[src/include/cpu16_settings.svh]
// Fixed widths and host map tied to the 16-bit encoding; changing them breaks the instruction format
`ifndef CPU16_SETTINGS_SVH
`define CPU16_SETTINGS_SVH

// Data and instruction word
`define CPU16_WORD_W 16

// Instruction memory, in words
`define CPU16_IMEM_DEPTH 256

// APB byte address width
`define CPU16_PADDR_W 12

// Host map, byte addresses, word stride 4
`define CPU16_ADDR_IMEM_BASE 12'h000
`define CPU16_ADDR_CTRL      12'h400 // bit0 = run
`define CPU16_ADDR_STATUS    12'h404
`define CPU16_ADDR_REG_BASE  12'h440 // r0..r15

// CALL link target
`define CPU16_LINK_REG 15

`endif

[src/logic/cpu16_isa_pkg.sv]
// Instruction-set types; opcode codes C and D have no meaning and decode as NOP
`include "cpu16_settings.svh"

package cpu16_isa_pkg;

	typedef logic [`CPU16_WORD_W-1:0] word_t;

	typedef enum logic [3:0] {
		OP_ADD  = 4'h0,
		OP_SUB  = 4'h1,
		OP_NAND = 4'h2,
		OP_XOR  = 4'h3,
		OP_SLL  = 4'h4,
		OP_SRL  = 4'h5,
		OP_SRA  = 4'h6,
		OP_LLB  = 4'h7,
		OP_LHB  = 4'h8,
		OP_BR   = 4'h9,
		OP_CALL = 4'hA,
		OP_RET  = 4'hB,
		OP_HLT  = 4'hE,
		OP_NOP  = 4'hF
	} opcode_e;

	// Branch conditions, tested against the flags register
	typedef enum logic [2:0] {
		COND_NE, COND_EQ, COND_GT, COND_LT,
		COND_GE, COND_LE, COND_OV, COND_ALWAYS
	} cond_e;

	typedef enum logic [1:0] {
		BK_NONE, BK_BR, BK_CALL, BK_RET
	} br_kind_e;

	// Every view of one instruction word, overlapping
	typedef struct packed {
		opcode_e     opcode; // [15:12]
		cond_e       cond;   // [10:8]
		logic [3:0]  rs;     // [7:4]
		logic [3:0]  rt;     // [3:0]
		logic [3:0]  rd;     // [11:8]
		logic [3:0]  imm4;   // [3:0], shift amount
		logic [7:0]  imm8;   // [7:0], load byte or branch offset
		logic [11:0] target; // [11:0], CALL absolute
	} id_fields_t;

	typedef struct packed {
		opcode_e     op;
		logic [3:0]  rd;
		logic        we;
		logic        flag_we; // ALU ops only
		br_kind_e    br;
		cond_e       cond;
		logic [3:0]  imm4;
		logic [7:0]  imm8;
		logic [11:0] target;
		word_t       pc;      // Address of this instruction
	} ex_ctrl_t;

	typedef struct packed {
		logic       we;
		logic [3:0] rd;
		word_t      data;
	} wb_t;

	typedef struct packed {
		logic z;
		logic n;
		logic v;
	} flags_t;

	// Bubble loaded into ID/EX on reset and flush
	localparam ex_ctrl_t EX_BUBBLE = '{
		op: OP_NOP, rd: '0, we: 1'b0, flag_we: 1'b0, br: BK_NONE,
		cond: COND_NE, imm4: '0, imm8: '0, target: '0, pc: '0
	};

endpackage

[src/logic/fetch_unit.sv]
// Fetch stage; imem read is asynchronous and the pc wraps at the memory depth for the read
`timescale 1ns/10ps
`include "cpu16_settings.svh"

module fetch_unit (
	input  logic                                clk,
	input  logic                                rst_n,
	input  logic                                hazard,
	input  logic                                redirect_valid, // Branch, halt or start
	input  cpu16_isa_pkg::word_t                redirect_pc,
	input  logic                                imem_we,        // Host load
	input  logic [$clog2(`CPU16_IMEM_DEPTH)-1:0] imem_addr,
	input  cpu16_isa_pkg::word_t                imem_wdata,
	output cpu16_isa_pkg::word_t                pc,
	output cpu16_isa_pkg::word_t                instruction
);
	import cpu16_isa_pkg::*;

	localparam int AW = $clog2(`CPU16_IMEM_DEPTH);

	word_t imem [`CPU16_IMEM_DEPTH];

	// Host port, independent of the pc
	always_ff @(posedge clk) begin
		if (imem_we)
			imem[imem_addr] <= imem_wdata;
	end

	assign instruction = imem[pc[AW-1:0]];

	// Redirect beats stall and increment
	always_ff @(posedge clk) begin
		if (!rst_n) begin
			pc <= '0;
		end else if (redirect_valid) begin
			pc <= redirect_pc;
		end else if (!hazard) begin
			pc <= pc + 1'b1;
		end
	end

endmodule

[config.mk]
export PLATFORM = sky130hd
export DESIGN_NAME = fetch_unit
export DESIGN_NICKNAME = d
export VERILOG_FILES = /design/src/logic/cpu16_isa_pkg.sv /design/src/logic/fetch_unit.sv
export VERILOG_INCLUDE_DIRS = /design/src /design/src/include
export SDC_FILE = /design/constraint.sdc
export NUM_CORES = 2
export LEC_CHECK = 0
export BUFFER_PORTS_ARGS = -buffer_cell sky130_fd_sc_hd__buf_2
export CORE_MARGIN = 5
export CORE_UTILIZATION = 37
export CTS_CLUSTER_DIAMETER = 150
export DETAILED_ROUTE_END_ITERATION = 10
export SETUP_SLACK_MARGIN = 0.05
export SYNTH_ARGS = -nofsm -noshare
export SYNTH_HDL_FRONTEND = slang
export SYNTH_SLANG_ARGS = --single-unit
[constraint.sdc]
create_clock -name clk -period 2.3 [get_ports clk]
set_input_delay 0.115 -clock clk [delete_from_list [all_inputs] [get_ports clk]]
set_output_delay 0.115 -clock clk [all_outputs]
set_load 0.02 [all_outputs]
; After elaboration in Yosys (flattened, before gate mapping)
; Memory sizes are Yosys's and may differ from the RTL's. A register that Yosys moved wholly into a read port is not among the register bits.
; Index checks and enable logic that the tools add are counted.
[word_totals]
reg_bits = 16
latch_bits = 0
mem_bits_rw = 4096
rom_bits = 0
in_bits = 45
output_inout_bits = 32
memories = 1
[mem_list]
columns = memory, words, width, read_ports, rd_clocked_by_memory_dff, wr, line
row1 = imem, 256, 16, 1, 1, 1, fetch_unit.sv:21  ; word_t imem [`CPU16_IMEM_DEPTH];
[classes]
n_addsub = 1
multipliers = 0
div_mod_pow = 0
order_cmp = 0
n_eq_ne = 1
n_shift = 0
mux = 6
bitwise_logic = 0
n_reduce_logical = 0
[op_table]
columns = op, n
row1 = $mux W16, 2
row2 = $add A16 B1 Y16 const B, 1
row3 = $mux W8, 2
row4 = $mux W1, 2
row5 = $ne A2 B1 Y1 const B, 1

; Depth between registers and ports, before layout
[logic_depth]
word_depth = 5
depth_mapped = 13

; Least setup slack after synthesis
; OpenSTA, ideal clock, no wires.
[synth_timing]
kind = flip-flop to output port
from = register (tool-made name)
to = output port instruction[8]
arrival_ps = 2743
t_required_ps = 2185
slack_ps = -558
path_stages_with_launch = 13
path_buffers = 5
cell_sequence = dfxtp_1 -> buf_4 -> or2_1 -> clkbuf_1 -> buf_2 -> clkbuf_1 -> clkbuf_1 -> o22ai_1 -> nor2_1 -> o21ai_0 -> nand3_1 -> nor4_1 -> nor4b_1
[synth_rtl]
columns = item, line
row1 = "end, declared", fetch_unit.sv:15  ; output cpu16_isa_pkg::word_t instruction

==> load_flow_metrics.sql <==
INSERT INTO impl_metrics (metric_group, metric, value, unit) VALUES
('critical_path', 'worst-path-max-fanout', '8', ''),
('cells_and_area', 'multi_input_comb_area', '35100', 'um^2'),
('cells_and_area', 'layout_common_cells', '4096 x sky130_fd_sc_hd__edfxtp_1, 986 x sky130_fd_sc_hd__buf_4, 814 x sky130_fd_sc_hd__mux4_2', ''),
('synth', 'netlist_area', '160000', 'um^2'),
('cells_and_area', 'fin_area', '195000', 'um^2'),
('pwr', 'p_leak', '61.6', 'nW'),
('global_routing', 'initial_antenna_violation_count', '26', ''),
('cts', 'root_cell_of_the_clock_tree', 'sky130_fd_sc_hd__clkbuf_16', ''),
('critical_path', 'worst_r2r_path_depth', '7', ''),
('critical_path', 'worst_ep_required_time', '2.18', 'ns'),
('placed_design', 'place_congestion', '0.879', ''),
('critical_path', 'critical_path_class', 'reg -> out', ''),
('placed_design', 'io_buffer_count', '76', ''),
('cts', 'cts_max_path_buffers', '4', ''),
('detailed_routing', 'routed_via_count_divided_by_cell_count', '5.59', ''),
('detailed_routing', 'drt_wl_total', '456000', 'um'),
('cells_and_area', 'fill_cells', '35700', ''),
('timing', 'hold_violations', '0', ''),
('timing', 'maxSlewHeadroom', '0.298', ''),
('die', 'floorplan.rows', '241', ''),
('cells_and_area', 'area.sequential', '123000', 'um^2'),
('placed_design', 'dpl-instance-area', '178000', 'um^2'),
('timing', 'tightestPinTransition', '1.03', 'ns'),
('timing', 'period_share', '1.99', ''),
('pwr', 'vdd_ir_drop_max', '0.700', 'mV'),
('timing', 'timing_max_transition_violations_final', '0', ''),
('timing', 'worst_slack', '-2.28', 'ns'),
('worst_hold_path', 'worst_hold_path_type', 'in -> reg', ''),
('worst_hold_path', 'timing.hold.worst_path_depth', '5', ''),
('cts', 'clock-sinks', '4120', ''),
('synth', 'ys_seq_elements', '4120', ''),
('timing', 'setup-violations-final', '16', ''),
('critical_path', 'endpoint_kind', 'primary output', ''),
('detailed_routing', 'drt_iter0_markers', '10400', ''),
('critical_path', 'arrival', '4.47', 'ns'),
('die', 'die_width', '667', 'um'),
('synth', 'postSynthAreaPerCell', '21.2', 'um^2'),
('cells_and_area', 'drive_gt1_frac', '0.341', ''),
('timing', 'achievable_clock_frequency', '218', 'MHz'),
('flow_run', 'timing.max_cap.violations', '0', ''),
('placed_design', 'hpwl', '289000', 'um'),
('cts', 'tritoncts_clock_tree', 'yes', ''),
('critical_path', 'worst_setup_path_start_kind', 'flip-flop', ''),
('global_routing', 'globalRoute.totalOverflow', '0', ''),
('pwr', 'powerDensity', '825', 'nW/um^2'),
('detailed_routing', 'vias', '84100', ''),
('cts', 'cts.clk_slew.worst_paths', '0.06', 'ns'),
('synth', 'number_of_nets_produced_by_synthesis', '7585', ''),
('timing', 'period_needed', '4.58', 'ns'),
('cells_and_area', 'post-route-util', '0.453', ''),
('detailed_routing', 'wire_per_inst', '30.3', 'um'),
('global_routing', 'grt_max_degree', '109', ''),
('timing', 'tns', '-33.04', 'ns'),
('detailed_routing', 'detail-route-antenna-nets', '0', ''),
('cells_and_area', 'area_growth_syn_to_layout', '22.2', '%'),
('detailed_routing', 'drc_violation_count_after_routing', '0', ''),
('outcome', 'failed_checks', 'negative setup slack', ''),
('die', 'design.core.area', '430000', 'um^2'),
('synth', 'async_reset_ff_frac', '0', ''),
('cells_and_area', 'fin_nets', '9045', ''),
('synth', 'yosysSeqAreaShare', '0.774', ''),
('detailed_routing', 'dr.pass1.iters', '8', ''),
('outcome', 'result_of_the_run', 'finished with violations', ''),
('synth', 'ys.flop_type', 'sky130_fd_sc_hd__edfxtp_1', ''),
('synth', 'number_of_enable_type_register_cells_in_the_synthesized_netlist', '4096', ''),
('global_routing', 'first_global_vias', '84700', ''),
('die', 'start_util', '0.371', ''),
('synth', 'postSynthCellCount', '7539', ''),
('cts', 'clk_latency', '0.97', 'ns'),
('die', 'fp.dieArea', '444000', 'um^2'),
('die', 'io_pins', '77', ''),
('die', 'fp.dieH', '667', 'um'),
('timing', 'rsz0062_at_grt', 'yes', ''),
('timing', 'worst_hold_slack', '0.101', 'ns'),
('synth', 'yosysWarnings', '0', ''),
('cells_and_area', 'mostFrequentLayoutCell', 'sky130_fd_sc_hd__edfxtp_1', ''),
('timing', 'worst_clock_skew', '0.0176', 'ns'),
('cts', 'numCtsBuffers', '411', ''),
('global_routing', 'global_route_wire_length_before_repair', '640000', 'um'),
('global_routing', 'grt_use_total', '0.200', ''),
('cts', 'cts_max_level', '5', ''),
('synth', 'synth.distinct_cells', '63', '');
==> cell families (layout without fill, tap and decap cells) <==
group,after synthesis,in the layout,share of synthesized area
other,0,18,0
AND/OR/NAND/NOR,815,815,0.0235
adder cells (fa/ha/maj),1,1,0.0000784
buffers and inverters,466,2258,0.0178
XOR/XNOR,15,15,0.000823
multiplexers,1383,1383,0.151
flip-flops,4120,4120,0.774
AO/OA/AOI/OAI,739,739,0.0330
==> worst max-delay path, cell delays in order, from the launching register on <==
cell	delay, ns
sky130_fd_sc_hd__dfxtp_4	0.37
sky130_fd_sc_hd__buf_12	0.15
sky130_fd_sc_hd__buf_16	0.16
sky130_fd_sc_hd__buf_12	0.16
sky130_fd_sc_hd__buf_16	0.15
sky130_fd_sc_hd__buf_6	0.12
sky130_fd_sc_hd__mux2i_2	0.14
sky130_fd_sc_hd__o22ai_2	0.13
sky130_fd_sc_hd__a211oi_2	0.06
sky130_fd_sc_hd__buf_4	0.17
sky130_fd_sc_hd__a211oi_4	0.35
sky130_fd_sc_hd__buf_6	0.19
sky130_fd_sc_hd__nand4_1	0.18
sky130_fd_sc_hd__buf_4	0.21
sky130_fd_sc_hd__nor3_4	0.25
sky130_fd_sc_hd__buf_6	0.18
sky130_fd_sc_hd__nor4b_4	0.22
sky130_fd_sc_hd__buf_6	0.17
sky130_fd_sc_hd__buf_6	0.12
==> per-stage QoR <==
stage | total power [W] | setup WS [ns] | instances
2_1_floorplan | 0.0903 | -0.230 | 7539
3_3_place_gp | 0.0961 | -2.26 | 14100
3_5_place_dp | 0.0963 | -2.25 | 14100
4_1_cts | 0.161 | -2.46 | 15000
5_1_grt | 0.166 | -2.29 | 15000
6_report | 0.161 | -2.28 | 15100
==> repair_timing <==
action                                  in CTS  in global routing
endpoints found under the setup margin      16                 18
hold buffers                                71                  0
endpoints found under the hold margin     4051                  0
buffers inserted                            38                 56
gates resized for setup                    122                212
pin swaps                                   18                 69
cloned                                       8                 10
==> per-layer routing <==
metal | part of all wire | GRT usage | vias to the layer above
met1 | 0.40 | 0.273 | 44800
li1 | - | - | 34800
met4 | 0.042 | 0.0716 | 4
met3 | 0.086 | 0.0381 | 736
met5 | 0.000059 | 0 | -
met2 | 0.48 | 0.321 | 3813
==> cell type report <==
class | instances | area share
antenna | 18 | 0.000231
clock buffer | 495 | 0.0548
clock inverter | 250 | 0.0119
inverter | 4 | 0.000141
multi-input combinational | 2953 | 0.180
sequential | 4120 | 0.633
tap | 5710 | 0.0366
timing repair buffer | 1509 | 0.0825
==> sequential cells by signal, summed over array words and instances, names as in the netlist, named ones only <==
signal,cells
pc,16
imem,4096
==> cells in the mapped netlist (5+ instances only) <==
| cell | number | share of area |
|---|---|---|
| sky130_fd_sc_hd__nor4_1 | 27 | 0.0011 |
| sky130_fd_sc_hd__o22ai_1 | 171 | 0.0067 |
| sky130_fd_sc_hd__nor2_1 | 340 | 0.0080 |
| sky130_fd_sc_hd__clkbuf_1 | 217 | 0.0051 |
| sky130_fd_sc_hd__nor4b_1 | 8 | 0.00044 |
| sky130_fd_sc_hd__a2111oi_0 | 16 | 0.00088 |
| sky130_fd_sc_hd__nand4_1 | 24 | 0.00094 |
| sky130_fd_sc_hd__a211oi_1 | 40 | 0.0019 |
| sky130_fd_sc_hd__and2_1 | 26 | 0.0010 |
| sky130_fd_sc_hd__nand2b_1 | 14 | 0.00055 |
| sky130_fd_sc_hd__a221o_1 | 13 | 0.00082 |
| sky130_fd_sc_hd__a21oi_1 | 126 | 0.0040 |
| sky130_fd_sc_hd__or3_1 | 5 | 0.00020 |
| sky130_fd_sc_hd__dfxtp_1 | 24 | 0.0030 |
| sky130_fd_sc_hd__nor3_1 | 182 | 0.0057 |
| sky130_fd_sc_hd__a221oi_1 | 46 | 0.0025 |
| sky130_fd_sc_hd__buf_4 | 51 | 0.0024 |
| sky130_fd_sc_hd__edfxtp_1 | 4096 | 0.77 |
| sky130_fd_sc_hd__nand3_1 | 48 | 0.0015 |
| sky130_fd_sc_hd__buf_12 | 5 | 0.00063 |
| sky130_fd_sc_hd__mux2i_1 | 532 | 0.033 |
| sky130_fd_sc_hd__nor2b_1 | 13 | 0.00051 |
| sky130_fd_sc_hd__o21ai_0 | 53 | 0.0017 |
| sky130_fd_sc_hd__a22oi_1 | 27 | 0.0013 |
| sky130_fd_sc_hd__buf_8 | 22 | 0.0021 |
| sky130_fd_sc_hd__nand2_1 | 107 | 0.0025 |
| sky130_fd_sc_hd__xor2_1 | 5 | 0.00027 |
| sky130_fd_sc_hd__o211ai_1 | 7 | 0.00033 |
| sky130_fd_sc_hd__a31oi_1 | 16 | 0.00063 |
| sky130_fd_sc_hd__mux4_2 | 814 | 0.11 |
| sky130_fd_sc_hd__o221ai_1 | 168 | 0.0092 |
| sky130_fd_sc_hd__a22o_1 | 33 | 0.0018 |
| sky130_fd_sc_hd__mux2_2 | 37 | 0.0026 |
| sky130_fd_sc_hd__buf_2 | 67 | 0.0021 |
| sky130_fd_sc_hd__buf_1 | 36 | 0.00085 |
| sky130_fd_sc_hd__buf_6 | 64 | 0.0045 |
| sky130_fd_sc_hd__xnor2_1 | 10 | 0.00055 |
==> worst paths after layout <==
kind              slack [ns]          from              to
setup / recovery       -2.28     flip-flop  instruction[7]
hold / removal          0.10  imem_addr[6]   imem[204][11]
setup reg to reg        0.18         pc[3]           pc[9]
hold reg to reg         0.65        pc[12]          pc[12]
==> where the power goes <==
group	total, W	internal [W]	leakage, nW	switching [W]
sequential	0.0828	0.0827	37.0	0.0000765
clock	0.0651	0.0367	6.33	0.0283
combinational	0.0129	0.00559	18.3	0.00734
total	0.161	0.125	61.6	0.0358
Power figures use the tool's default switching activity.
