[config.mk]
export PLATFORM = sky130hd
export DESIGN_NAME = cpu_control
export DESIGN_NICKNAME = d
export VERILOG_FILES = /design/src/logic/cpu16_bus_pkg.sv /design/src/logic/cpu16_isa_pkg.sv /design/src/logic/cpu_control.sv
export VERILOG_INCLUDE_DIRS = /design/src /design/src/include
export SDC_FILE = /design/constraint.sdc
export NUM_CORES = 1
export LEC_CHECK = 0
export ABC_AREA = 0
export BUFFER_PORTS_ARGS = -buffer_cell sky130_fd_sc_hd__buf_2
export CORE_AREA = 2 2 105 107
export CTS_CLUSTER_DIAMETER = 80
export DETAILED_ROUTE_END_ITERATION = 6
export DIE_AREA = 0 0 107 109
export PLACE_DENSITY_LB_ADDON = 0.1
export SYNTH_ARGS = -nofsm -noshare
export SYNTH_HDL_FRONTEND = slang
export SYNTH_SLANG_ARGS = --single-unit
[constraint.sdc]
create_clock -name clk -period 1.11 [get_ports clk]
set_input_delay 0 -clock clk [delete_from_list [all_inputs] [get_ports clk]]
set_output_delay 0 -clock clk [all_outputs]
set_load 0.02 [all_outputs]
[src/include/cpu16_settings.svh]
// Fixed widths and host map tied to the 16-bit encoding; changing them breaks the instruction format
`ifndef CPU16_SETTINGS_SVH
`define CPU16_SETTINGS_SVH

// Data and instruction word
`define CPU16_WORD_W 16

// Instruction memory, in words
`define CPU16_IMEM_DEPTH 256

// APB byte address width
`define CPU16_PADDR_W 12

// Host map, byte addresses, word stride 4
`define CPU16_ADDR_IMEM_BASE 12'h000
`define CPU16_ADDR_CTRL      12'h400 // bit0 = run
`define CPU16_ADDR_STATUS    12'h404
`define CPU16_ADDR_REG_BASE  12'h440 // r0..r15

// CALL link target
`define CPU16_LINK_REG 15

`endif

[src/logic/cpu16_bus_pkg.sv]
// Host-side APB types; pwdata/prdata are 32 bits but only the low word reaches the core
`include "cpu16_settings.svh"

package cpu16_bus_pkg;

	typedef struct packed {
		logic                      psel;
		logic                      penable;
		logic                      pwrite;
		logic [`CPU16_PADDR_W-1:0] paddr;
		logic [31:0]               pwdata;
	} apb_req_t;

	typedef struct packed {
		logic [31:0] prdata;
		logic        pready; // Always 1, zero wait states
		logic        pslverr;
	} apb_rsp_t;

	typedef enum logic [1:0] {
		IDLE   = 2'd0,
		RUN    = 2'd1,
		HALTED = 2'd2
	} run_state_e;

	// STATUS register layout
	typedef struct packed {
		logic [15:0] pc;      // Fetch pc
		logic [13:0] rsvd;    // Reads 0
		logic        halted;
		logic        running;
	} status_t;

endpackage

[src/logic/cpu16_isa_pkg.sv]
// Instruction-set types; opcode codes C and D have no meaning and decode as NOP
`include "cpu16_settings.svh"

package cpu16_isa_pkg;

	typedef logic [`CPU16_WORD_W-1:0] word_t;

	typedef enum logic [3:0] {
		OP_ADD  = 4'h0,
		OP_SUB  = 4'h1,
		OP_NAND = 4'h2,
		OP_XOR  = 4'h3,
		OP_SLL  = 4'h4,
		OP_SRL  = 4'h5,
		OP_SRA  = 4'h6,
		OP_LLB  = 4'h7,
		OP_LHB  = 4'h8,
		OP_BR   = 4'h9,
		OP_CALL = 4'hA,
		OP_RET  = 4'hB,
		OP_HLT  = 4'hE,
		OP_NOP  = 4'hF
	} opcode_e;

	// Branch conditions, tested against the flags register
	typedef enum logic [2:0] {
		COND_NE, COND_EQ, COND_GT, COND_LT,
		COND_GE, COND_LE, COND_OV, COND_ALWAYS
	} cond_e;

	typedef enum logic [1:0] {
		BK_NONE, BK_BR, BK_CALL, BK_RET
	} br_kind_e;

	// Every view of one instruction word, overlapping
	typedef struct packed {
		opcode_e     opcode; // [15:12]
		cond_e       cond;   // [10:8]
		logic [3:0]  rs;     // [7:4]
		logic [3:0]  rt;     // [3:0]
		logic [3:0]  rd;     // [11:8]
		logic [3:0]  imm4;   // [3:0], shift amount
		logic [7:0]  imm8;   // [7:0], load byte or branch offset
		logic [11:0] target; // [11:0], CALL absolute
	} id_fields_t;

	typedef struct packed {
		opcode_e     op;
		logic [3:0]  rd;
		logic        we;
		logic        flag_we; // ALU ops only
		br_kind_e    br;
		cond_e       cond;
		logic [3:0]  imm4;
		logic [7:0]  imm8;
		logic [11:0] target;
		word_t       pc;      // Address of this instruction
	} ex_ctrl_t;

	typedef struct packed {
		logic       we;
		logic [3:0] rd;
		word_t      data;
	} wb_t;

	typedef struct packed {
		logic z;
		logic n;
		logic v;
	} flags_t;

	// Bubble loaded into ID/EX on reset and flush
	localparam ex_ctrl_t EX_BUBBLE = '{
		op: OP_NOP, rd: '0, we: 1'b0, flag_we: 1'b0, br: BK_NONE,
		cond: COND_NE, imm4: '0, imm8: '0, target: '0, pc: '0
	};

endpackage

[src/logic/cpu_control.sv]
// Controller and APB slave; zero wait states, imem is write-only and only while not running
`timescale 1ns/10ps
`include "cpu16_settings.svh"

module cpu_control (
	input  logic                                 clk,
	input  logic                                 rst_n,
	input  cpu16_bus_pkg::apb_req_t              host_req,
	output cpu16_bus_pkg::apb_rsp_t              host_rsp,
	input  cpu16_isa_pkg::id_fields_t            fields,
	input  cpu16_isa_pkg::word_t                 id_pc,
	input  cpu16_isa_pkg::word_t                 pc,
	input  logic                                 redirect_valid_ex,
	input  logic                                 halt_seen,
	output logic                                 hazard,
	output logic                                 flush,
	output logic                                 start_redirect, // pc to 0
	output logic [3:0]                           rd_addr_b,
	output cpu16_isa_pkg::ex_ctrl_t              ctrl_out,
	output logic                                 imem_we,
	output logic [$clog2(`CPU16_IMEM_DEPTH)-1:0] imem_addr,
	output cpu16_isa_pkg::word_t                 imem_wdata,
	output logic [3:0]                           host_addr,
	input  cpu16_isa_pkg::word_t                 host_data
);
	import cpu16_isa_pkg::*;
	import cpu16_bus_pkg::*;

	localparam int AW = $clog2(`CPU16_IMEM_DEPTH);

	run_state_e state;
	status_t    status;
	logic       access, running;
	logic       hit_imem, hit_ctrl, hit_status, hit_regs;
	logic       start, stop;

	// Decode
	always_comb begin
		ctrl_out.op      = fields.opcode;
		ctrl_out.rd      = fields.rd;
		ctrl_out.we      = 1'b0;
		ctrl_out.flag_we = 1'b0;
		ctrl_out.br      = BK_NONE;
		ctrl_out.cond    = fields.cond;
		ctrl_out.imm4    = fields.imm4;
		ctrl_out.imm8    = fields.imm8;
		ctrl_out.target  = fields.target;
		ctrl_out.pc      = id_pc;
		rd_addr_b        = fields.rt;
		case (fields.opcode)
			OP_ADD, OP_SUB, OP_NAND, OP_XOR: begin
				ctrl_out.we      = 1'b1;
				ctrl_out.flag_we = 1'b1;
			end
			OP_SLL, OP_SRL, OP_SRA, OP_LLB: ctrl_out.we = 1'b1;
			OP_LHB: begin
				ctrl_out.we = 1'b1;
				rd_addr_b   = fields.rd; // Keep old low byte
			end
			OP_BR: ctrl_out.br = BK_BR;
			OP_CALL: begin
				ctrl_out.we = 1'b1;
				ctrl_out.rd = 4'(`CPU16_LINK_REG);
				ctrl_out.br = BK_CALL;
			end
			OP_RET: begin
				ctrl_out.br = BK_RET;
				rd_addr_b   = 4'(`CPU16_LINK_REG);
			end
			OP_HLT: ;                         // Handled in execute
			default: ctrl_out.op = OP_NOP;    // C, D, NOP
		endcase
	end

	// APB access phase and address decode
	assign access     = host_req.psel && host_req.penable;
	assign hit_imem   = host_req.paddr < `CPU16_ADDR_IMEM_BASE + 4 * `CPU16_IMEM_DEPTH;
	assign hit_ctrl   = host_req.paddr == `CPU16_ADDR_CTRL;
	assign hit_status = host_req.paddr == `CPU16_ADDR_STATUS;
	assign hit_regs   = host_req.paddr >= `CPU16_ADDR_REG_BASE &&
	                    host_req.paddr <  `CPU16_ADDR_REG_BASE + 12'h040;

	assign start = access && host_req.pwrite && hit_ctrl && host_req.pwdata[0];
	assign stop  = access && host_req.pwrite && hit_ctrl && !host_req.pwdata[0];

	// Run state
	always_ff @(posedge clk) begin
		if (!rst_n)
			state <= IDLE;
		else if (start)
			state <= RUN;           // Also a restart
		else if (stop)
			state <= IDLE;
		else if (state == RUN && halt_seen)
			state <= HALTED;
	end

	assign running        = state == RUN;
	assign hazard         = !running;
	assign start_redirect = start;
	assign flush          = redirect_valid_ex || start; // Two-slot kill

	assign imem_we    = access && host_req.pwrite && hit_imem && !running;
	assign imem_addr  = host_req.paddr[AW+1:2];
	assign imem_wdata = host_req.pwdata[15:0];
	assign host_addr  = host_req.paddr[5:2];

	assign status.pc      = pc;
	assign status.rsvd    = '0;
	assign status.halted  = state == HALTED;
	assign status.running = running;

	always_comb begin
		host_rsp.pready  = 1'b1;
		host_rsp.prdata  = '0;
		host_rsp.pslverr = 1'b0;
		if (access) begin
			if (hit_imem) begin
				host_rsp.pslverr = !host_req.pwrite || running; // Write-only, idle only
			end else if (hit_ctrl) begin
				if (!host_req.pwrite)
					host_rsp.prdata = 32'(state);
			end else if (hit_status) begin
				host_rsp.pslverr = host_req.pwrite;
				if (!host_req.pwrite)
					host_rsp.prdata = status;
			end else if (hit_regs) begin
				host_rsp.pslverr = host_req.pwrite;
				if (!host_req.pwrite)
					host_rsp.prdata = 32'(host_data);
			end else begin
				host_rsp.pslverr = 1'b1; // Unmapped
			end
		end
	end

endmodule

[Yosys cells after proc, flatten, opt, wreduce, memory -nomap -nowiden]
Index checks and enable logic that the tools add are counted.
Word-level totals
  logic and storage cells: 64
  flip-flop bits (word level): 2
  output and inout bits: 125
  bits of input ports: 142
Cells by class
  equality and inequality tests: 16
  bitwise gates (word level): 1
  mux-type cells: 22
  magnitude comparators: 3
  reductions and logical operators: 20
Operator list (number)
  32-bit two-way mux: 5
  16-bit two-way mux: 2
  12-bit by 11-bit equality test with 1-bit output (second input constant): 2
  12-bit by 11-bit less-than comparator with 1-bit output (second input constant): 2
  4-bit equality test (second input constant): 5
  4-bit by 3-bit equality test with 1-bit output (second input constant): 4
  13-bit OR reduction: 1
  12-bit by 11-bit greater-or-equal comparator with 1-bit output (second input constant): 1
  1-bit two-way mux: 10
  10-bit OR reduction: 1
  1-bit logical AND: 9
  4-bit by 2-bit equality test with 1-bit output (second input constant): 2
  4-bit two-way mux: 2
  4-bit case mux with 2 select lines: 1
  2-bit case mux with 3 select lines: 1
  4-bit by 1-bit equality test with 1-bit output (second input constant): 1
  4-bit logical NOT: 1
  4-bit OR reduction: 1
  1-bit logical NOT: 3
  3-bit nonzero test: 1
  3-bit OR reduction: 1
  2-bit by 1-bit equality test with 1-bit output (second input constant): 1
  2-bit equality test (second input constant): 1
  1-bit logical OR: 2
  2 further kinds: 2

[Logic depth before layout (Yosys ltp)]
Gate-level depths: netlist of the first run.
  depth in word-level cells: 7
  depth in mapped cells: 5
  gate-level depth less buffers: 4

[Worst setup path before layout of the first run]
Ideal clock, no wire load.
  path kind: register to output
  start point: register state[1]
  end point: output port host_rsp[2] (netlist bit)
  arrival time: 1447 ps
  slack: -337 ps
  data required time: 1110 ps
  stages on the path, launching flop included: 5
  cell sequence: dfxtp_1 -> nand2b_1 -> o21ai_0 -> nand3_1 -> a221oi_1
RTL lines
  start: declaration: line cpu_control.sv:31  | run_state_e state;
  start signal: assignment: line cpu_control.sv:89  | state <= IDLE;
  start signal: assignment: line cpu_control.sv:91  | state <= RUN;
  start signal: assignment: line cpu_control.sv:93  | state <= IDLE;
  end: declaration: line cpu_control.sv:9  | output cpu16_bus_pkg::apb_rsp_t host_rsp,

==> results of run 1 <==
stage by stage:
stage               hold WS, ps  util (%)  TNS [ps]  cells  setup slack, ps
floorplan                  74.9         -     -1810    182            -84.4
global placement          0.137      16.2    -10790    393             -369
finish                  0.00561      20.7     -8190    403             -288
global route             0.0308      20.7    -11190    403             -336
CTS                       0.137      18.9     -8440    398             -262
detailed placement        0.137      16.2    -11580    393             -399
placed cells by master (no fill, tap or decap), types with 2 or more instances in the layout:
| master | synthesis | final |
|---|---|---|
| buf_2 | 1 | 89 |
| buf_6 | 1 | 43 |
| and2_4 | 0 | 23 |
| buf_4 | 72 | 22 |
| inv_1 | 8 | 8 |
| and2_1 | 31 | 8 |
| a21oi_1 | 8 | 8 |
| nor2_1 | 6 | 6 |
| nand2_1 | 6 | 6 |
| nor3_1 | 7 | 4 |
| o22a_1 | 4 | 4 |
| or2_2 | 4 | 4 |
| nor3_2 | 1 | 3 |
| nor4_4 | 1 | 3 |
| clkbuf_8 | 0 | 3 |
| nor4b_4 | 2 | 2 |
| nand3_2 | 1 | 2 |
| nand3_1 | 3 | 2 |
| o21ai_0 | 3 | 2 |
final cells by class:
class,count,area [um^2],area share (%)
Multi-Input combinational cell,93,754,34.3
Sequential cell,2,41.3,1.88
Tap cell,140,175,7.97
Inverter,8,30.0,1.37
Timing Repair Buffer,157,1150,52.6
Clock buffer,3,41.3,1.88
logic make-up (layout without fill, tap and decap cells):
group,after synthesis,count (layout),synth area share (%)
buffers and inverters,87,168,48.3
multiplexers,1,1,0.798
AND/OR/NAND/NOR,71,71,36.8
AO/OA/AOI/OAI,20,20,10.6
other,1,1,0.299
flip-flops,2,2,3.19
power by group through the flow:
| stage | Clock (mW) | Combinational, mW | Sequential [mW] |
|---|---|---|---|
| 5_1_grt | 0.306 | 0.489 | 0.0724 |
| 3_5_place_dp | 0 | 0.423 | 0.0734 |
| 4_1_cts | 0.294 | 0.438 | 0.0725 |
| 6_report | 0.280 | 0.452 | 0.0725 |
| 2_1_floorplan | 0 | 0.524 | 0.0734 |
| 3_3_place_gp | 0 | 0.426 | 0.0734 |
what timing repair did:
item,CTS,global route
cloned,0,1
hold buffers,0,0
gates resized for setup,74,37
pin swaps,10,13
setup buffers,2,4
endpoints found under the hold margin,0,0
endpoints found under the setup margin,38,42
worst max-delay path by stage:
stage / startpoint / end / slack [ps] / cells after the start
floorplan: host_req[41] / host_rsp[23] / -80 / 5
global placement: host_req[41] / host_rsp[3] / -370 / 8
detailed placement: host_req[41] / host_rsp[3] / -400 / 8
CTS: host_req[43] / host_rsp[32] / -260 / 7
global route: host_req[43] / host_rsp[8] / -340 / 8
finish: host_req[32] / host_rsp[30] / -290 / 8
per-layer routing:
layer | GRT usage [%] | vias to the layer above | wire length, um
li1 | - | 678 | -
met1 | 5.87 | 629 | 1480
met2 | 13.6 | 74 | 2720
met3 | 1.55 | 20 | 344
met4 | 3.15 | 0 | 152
met5 | 0 | - | 0
==> impl_results.md, run 1 <==
* Status: complete, but fails checks
* Hold path cells at 0
* Final hold viol count at 0
* Mapped Area at approximately 0.0013 mm^2
* Die W at roughly 110 um
* Max frequency at between 700 and 800 MHz
* Critical path arrival at 1400 ps
* FF-to-FF Start: state[0]
* Die Area at 0.0117 mm^2
* Comb power frac at 56.2%
* Biggest regs: state (2)
* Switching power total at 0.298 mW
* Switching fraction of total power at between 30 and 40%
* Core area at roughly 0.011 mm^2
* First-pass GRT wire length at slightly above 6000 um
* Max stage delay on crit path at between 300 and 400 ps
* Die Ht at around 110 um
* Post-route setup slack at -288 ps
* Drt first-iter violations at 21
* Clk_skew at slightly below 3 ps
* Top-count cell post-synth: buf_4
* HPWL after DPL at between 3000 and 4000 um
* Fin crit period at about 1400 ps
* Initial Util at 11.8%
* Post-synth EDFFs at 0
* Synth area leaders: buf_4, and2_1, nor4b_4, a21oi_1, dfxtp_1
* Diodes inserted at 0
* Num rows at 38
* Worst setup SP type: input port
* Area post-placement at 0.00172 mm^2
* DRC at 0
* I/O Buffers at around 130
* Total Routing Usage GR at under 10%
* Critical Path RT at ~1100 ps
* P per Cell Area at approximately 370 mW/mm^2
* Seq/Total Area, Yosys at around 3.2%
* Buf/Inv on CP at 4
* Max FFs per register at 2
* Synth unique cells at 31
* Via Count at 1401
* RR Endpoint: state[1]
* Main synth FF type: dfxtp_1
* Vias in the first global route at approximately 1300
* Int Power at ~0.51 mW
* Initial antenna violation count at 0
* Worst hold path type: input port to output port
* Max Root-Sink Buffers at 2
* First drt pass iteration count at 4
* Ports at 267
* Worst-path maximum fanout at 8
* Async SR Flop Fraction at 0%
* Gate Count Post-Synth at around 180
* Routability Congestion at roughly 0.65
* Worst Hold Path EP: ctrl_out[4]
* Design area at around 0.0022 mm^2
* Peak supply drop at between 0.6 and 0.7 mV
* Max-Cap Viols at 0
* Wire per inst at 11.6 um
* LEAKAGE at 1.10 nW
* Syn. warnings at 0
* CP endpoint kind: output port
* Largest Register: state
* Setup slack, reg-to-reg at roughly 300 ps
* Number of routed nets with antenna violations at 0
* Final setup violation count at 37
* Via-to-Cell Ratio at 3.48
* Crit share post-route at 126%
* WS Path Type: input port to output port
* Clk pwr share at 34.8%
* Failing checks: setup timing
* Synth area leader: buf_4
* H-Tree Depth at 1
* RSZ-0062 raised after global routing: yes
* Clock Sinks at 2
* Mean post-synth cell area at about 7 um^2
* Layout net count at between 400 and 500
* CTS tree: yes
* Fillers at about 1200
* Root Driver: clkbuf_8
* Most frequent cells after synthesis: buf_4, and2_1, a21oi_1, inv_1, nor3_1
* Syn_nets at approximately 320
* Top cell type's share of synthesized area at 43.1%
* TritonCTS Buffers at 3
* HP Start: id_pc[4]
* Area grow syn2layout at 75.2%
* Grt ovf at 0
* Max Transition Viols Final at 0
* Worst skew pair latency at 210 ps
* Slowest cell on the critical path: nor4_4
* Cell Chain, Critical Path: buf_8 > nor4_4 > nand2_2 > nor4b_4 > buf_4 > clkbuf_16 > and2_4 > buf_6
* Synth Register Bits at 2
* Drt total wl at 4690 um
* Worst-case reg-to-reg path depth at 3
* Sequential share of power at under 10%
* Tot Pwr at between 0.8 and 0.9 mW
* Share of layout cells above drive strength 1 at between 70 and 80%
* Largest delay contributor family on the critical path: simple AND/OR/NAND/NOR gates
* Largest net degree at the start of global routing at 17
Note: power is estimated with default switching activity, not from simulation.
==> inputs of run 2 (changes only) <==
--- a/config.mk
+++ b/config.mk
@@ -6,7 +6,7 @@
 export SDC_FILE = /design/constraint.sdc
 export NUM_CORES = 1
 export LEC_CHECK = 0
-export ABC_AREA = 0
+export ABC_AREA = 1
 export BUFFER_PORTS_ARGS = -buffer_cell sky130_fd_sc_hd__buf_2
 export CORE_AREA = 2 2 105 107
 export CTS_CLUSTER_DIAMETER = 80
==> run 2 against run 1 <==
The flow still finishes with violations (setup timing); maximum frequency up 17%; non-clock buffer count down 6; design area down 15%; routed wire length down 9.2%; die area unchanged; register-to-register slack worse by 180 ps; sequential cell count unchanged; hold slack about the same; via count up 9.9%; critical endpoint is now host_rsp[2]; largest cell class unchanged.
==> impl_results.md, run 2 <==
* Fin crit period at 1190 ps (-207 ps)
* Share of layout cells above drive strength 1 at 56.2% (-22 points)
* TritonCTS Buffers at 3 (unchanged)
* I/O Buffers at 129 (unchanged)
* Worst-path maximum fanout at 3 (-5)
* First drt pass iteration count at 4 (unchanged)
* Die Ht at 109 um (unchanged)
* Gate Count Post-Synth at 238 (+31%)
* Drt total wl at 4260 um (-9.2%)
* Hold buffer count at CTS at 0 (unchanged)
* Syn. warnings at 0 (unchanged)
* Die Area at 0.0117 mm^2 (unchanged)
* P per Cell Area at 428 mW/mm^2 (+17%)
* Synth area leader: buf_4
* Max-Cap Viols at 0 (unchanged)
* Ports at 267 (unchanged)
* Setup slack, reg-to-reg at 120 ps (-180 ps)
* Max frequency at 839 MHz (+17%)
* Total Routing Usage GR at 6.43% (-0.14 points)
* Num rows at 38 (unchanged)
* Fillers at 1244 (+1.1%)
* Worst hold path type: input port to output port
* Peak supply drop at 0.483 mV (-28%)
* Simple-gate share of the synthesized area at 40.6% (+3.7 points)
* Non-filler cells, final at 453 (+12%)
* Synth Area in XOR/XNOR at 0% (unchanged)
* Most frequent cells in the layout: buf_2, nand2_1, nor2_1
* Syn_nets at 380 (+17%)
* Reg area at 42.5 um^2 (+3.0%)
* Fraction of the mapped netlist area in compound gates at 5.18% (-5.4 points)
* Critical Path RT at 1110 ps (about the same)
* Largest family of logic cells by synthesized area: buffers and inverters
* Largest Register: state
* LEAKAGE at 1.13 nW (+2.8%)
* HPWL after DPL at 3640 um (-4.2%)
* CTS clk-pin slew, worst paths at approximately 30 ps
* Clock Sinks at 2 (unchanged)
* Mapped Area at 0.00131 mm^2 (+4.1%)
* Core area at 0.0106 mm^2 (unchanged)
* Clk_skew at 0.117 ps (-2.81 ps)
* Synth area leaders: buf_4, nand2_1, nor2_1, inv_1, nand3_1
* Main synth FF type: dfxtp_1
* Die W at 107 um (unchanged)
* Vias in the first global route at 1335 (+0.60%)
* Tot Pwr at 0.795 mW (-1.1%)
* Biggest regs: state (2)
* First-pass GRT wire length at 6010 um (-1.2%)
* Top-count cell post-synth: buf_4
* Async SR Flop Fraction at 0% (unchanged)
* H-Tree Depth at 1 (unchanged)
* Commonest non-fill, non-tap cell in the layout: buf_2
* Diodes inserted at 0 (unchanged)
* Final setup violation count at 4 (-89%)
* Max FFs per register at 2 (unchanged)
* Layout net count at 457 (+12%)
* CP endpoint kind: output port
* Worst setup SP type: flip-flop
* Status: complete, but fails checks
* WS Path Type: flip-flop to output port
* Post-route setup slack at -81.3 ps (+207 ps)
* Largest net degree at the start of global routing at 17 (unchanged)
* RSZ-0062 raised after global routing: yes
* Root Driver: clkbuf_8
* Number of routed nets with antenna violations at 0 (unchanged)
* DRC at 0 (unchanged)
* Critical path arrival at 1190 ps (-210 ps)
* Hold_ws at 0.00561 ps (-0.00000237 ps)
* Top cell type's share of synthesized area at 41.4% (-1.7 points)
* Worst skew pair latency at 210 ps (about the same)
* Post-Synth Adder-Cell Area at 0% (unchanged)
* Max Transition Viols Final at 0 (unchanged)
* Crit share post-route at 107% (-19 points)
* Area of the multi-input gates at 641 um^2 (-15%)
* Synth unique cells at 24 (-23%)
* Failing checks: setup timing
* Most frequent cells after synthesis: buf_4, nand2_1, nor2_1
* Mean post-synth cell area at 5.48 um^2 (-20%)
* Placed Cells at 446 (+13%)
* Seq/Total Area, Yosys at 3.07% (-0.13 points)
* Initial antenna violation count at 0 (unchanged)
* CTS tree: yes
* Mux contribution to synthesized area at 0% (-0.80 points)
* Drt first-iter violations at 43 (+100%)
* Synth Register Bits at 2 (unchanged)
* Initial Util at 12.3% (+0.48 points)
* Via Count at 1540 (+9.9%)
* Final hold viol count at 0 (unchanged)
* Routability Congestion at 0.650 (-0.14%)
* Area grow syn2layout at 42.5%
* Grt ovf at 0 (unchanged)
* Final Core Density at 17.5% (-3.2 points)
* Wire per inst at 9.41 um (-19%)
* Post-synth EDFFs at 0 (unchanged)
* DP Worst Slack at -101 ps (+298 ps)
* Max Root-Sink Buffers at 2 (unchanged)
* Via-to-Cell Ratio at 3.40 (-2.2%)
run 2: changes by cell type after synthesis, moves of 3 or more:
cell / previous run / this run
nor2_1: 6 / 47
nor3_1: 7 / 1
nand2b_1: 3 / 0
nor4_1: 3 / 0
or2_2: 4 / 1
and2_1: 31 / 0
a21oi_1: 8 / 2
o22a_1: 4 / 0
nand3_1: 3 / 9
o211ai_1: 1 / 4
nand2_1: 6 / 55
inv_1: 8 / 22
run 2: layout make-up:
type	count	share of cell area (%)
Inverter	23	4.64
Tap cell	140	9.42
Multi-Input combinational cell	134	34.5
Sequential cell	2	2.29
Timing Repair Buffer	151	47.0
Clock buffer	3	2.22
run 2: final timing paths:
path | startpoint | to | depth (start not counted)
hold reg to reg | state[0] | state[0] | 2
hold / removal | id_pc[2] | ctrl_out[2] | 0
setup / recovery | state[0] | host_rsp[2] | 8
setup reg to reg | state[0] | state[0] | 7
run 2: critical path: stages (launching register included):
cell,delay [ps]
dfxtp_2,320
inv_2,50
nor2_4,120
buf_6,110
nand4_1,80
nand3_1,80
nand2_1,60
inv_2,50
buf_6,110
run 2: metal layers:
layer,GRT usage [%],vias up,wire length [um]
li1,-,794,-
met1,7.07,618,1720
met2,10.8,98,1830
met3,2.57,30,535
met4,3.15,0,170
met5,0,-,0
run 2: what timing repair did:
action | in CTS | in global routing
pin swaps | 4 | 4
buffers inserted | 4 | 0
hold endpoints to repair | 0 | 0
endpoints found under the setup margin | 22 | 23
resized for setup | 21 | 11
run 2: metrics by stage:
| step | setup TNS (ps) | area (um^2) |
|---|---|---|
| floorplan | 0 | 1310 |
| global placement | -703 | 1690 |
| detailed placement | -1020 | 1690 |
| CTS | -342 | 1830 |
| global route | -1370 | 1860 |
| finish | -213 | 1860 |
run 2: kinds of logic (layout without fill, tap and decap cells):
group / Yosys count / count (layout)
simple gates: 122 / 122
buf+inv: 102 / 177
compound gates: 11 / 11
flops: 2 / 2
other cells: 1 / 1
run 2: power by group:
group	switching [mW]	total [mW]	internal (mW)	leakage (nW)
Clock	0.0586	0.288	0.229	0.0216
Sequential	0.00000128	0.0725	0.0725	0.0171
Combinational	0.246	0.435	0.189	1.09
Total	0.304	0.795	0.491	1.13
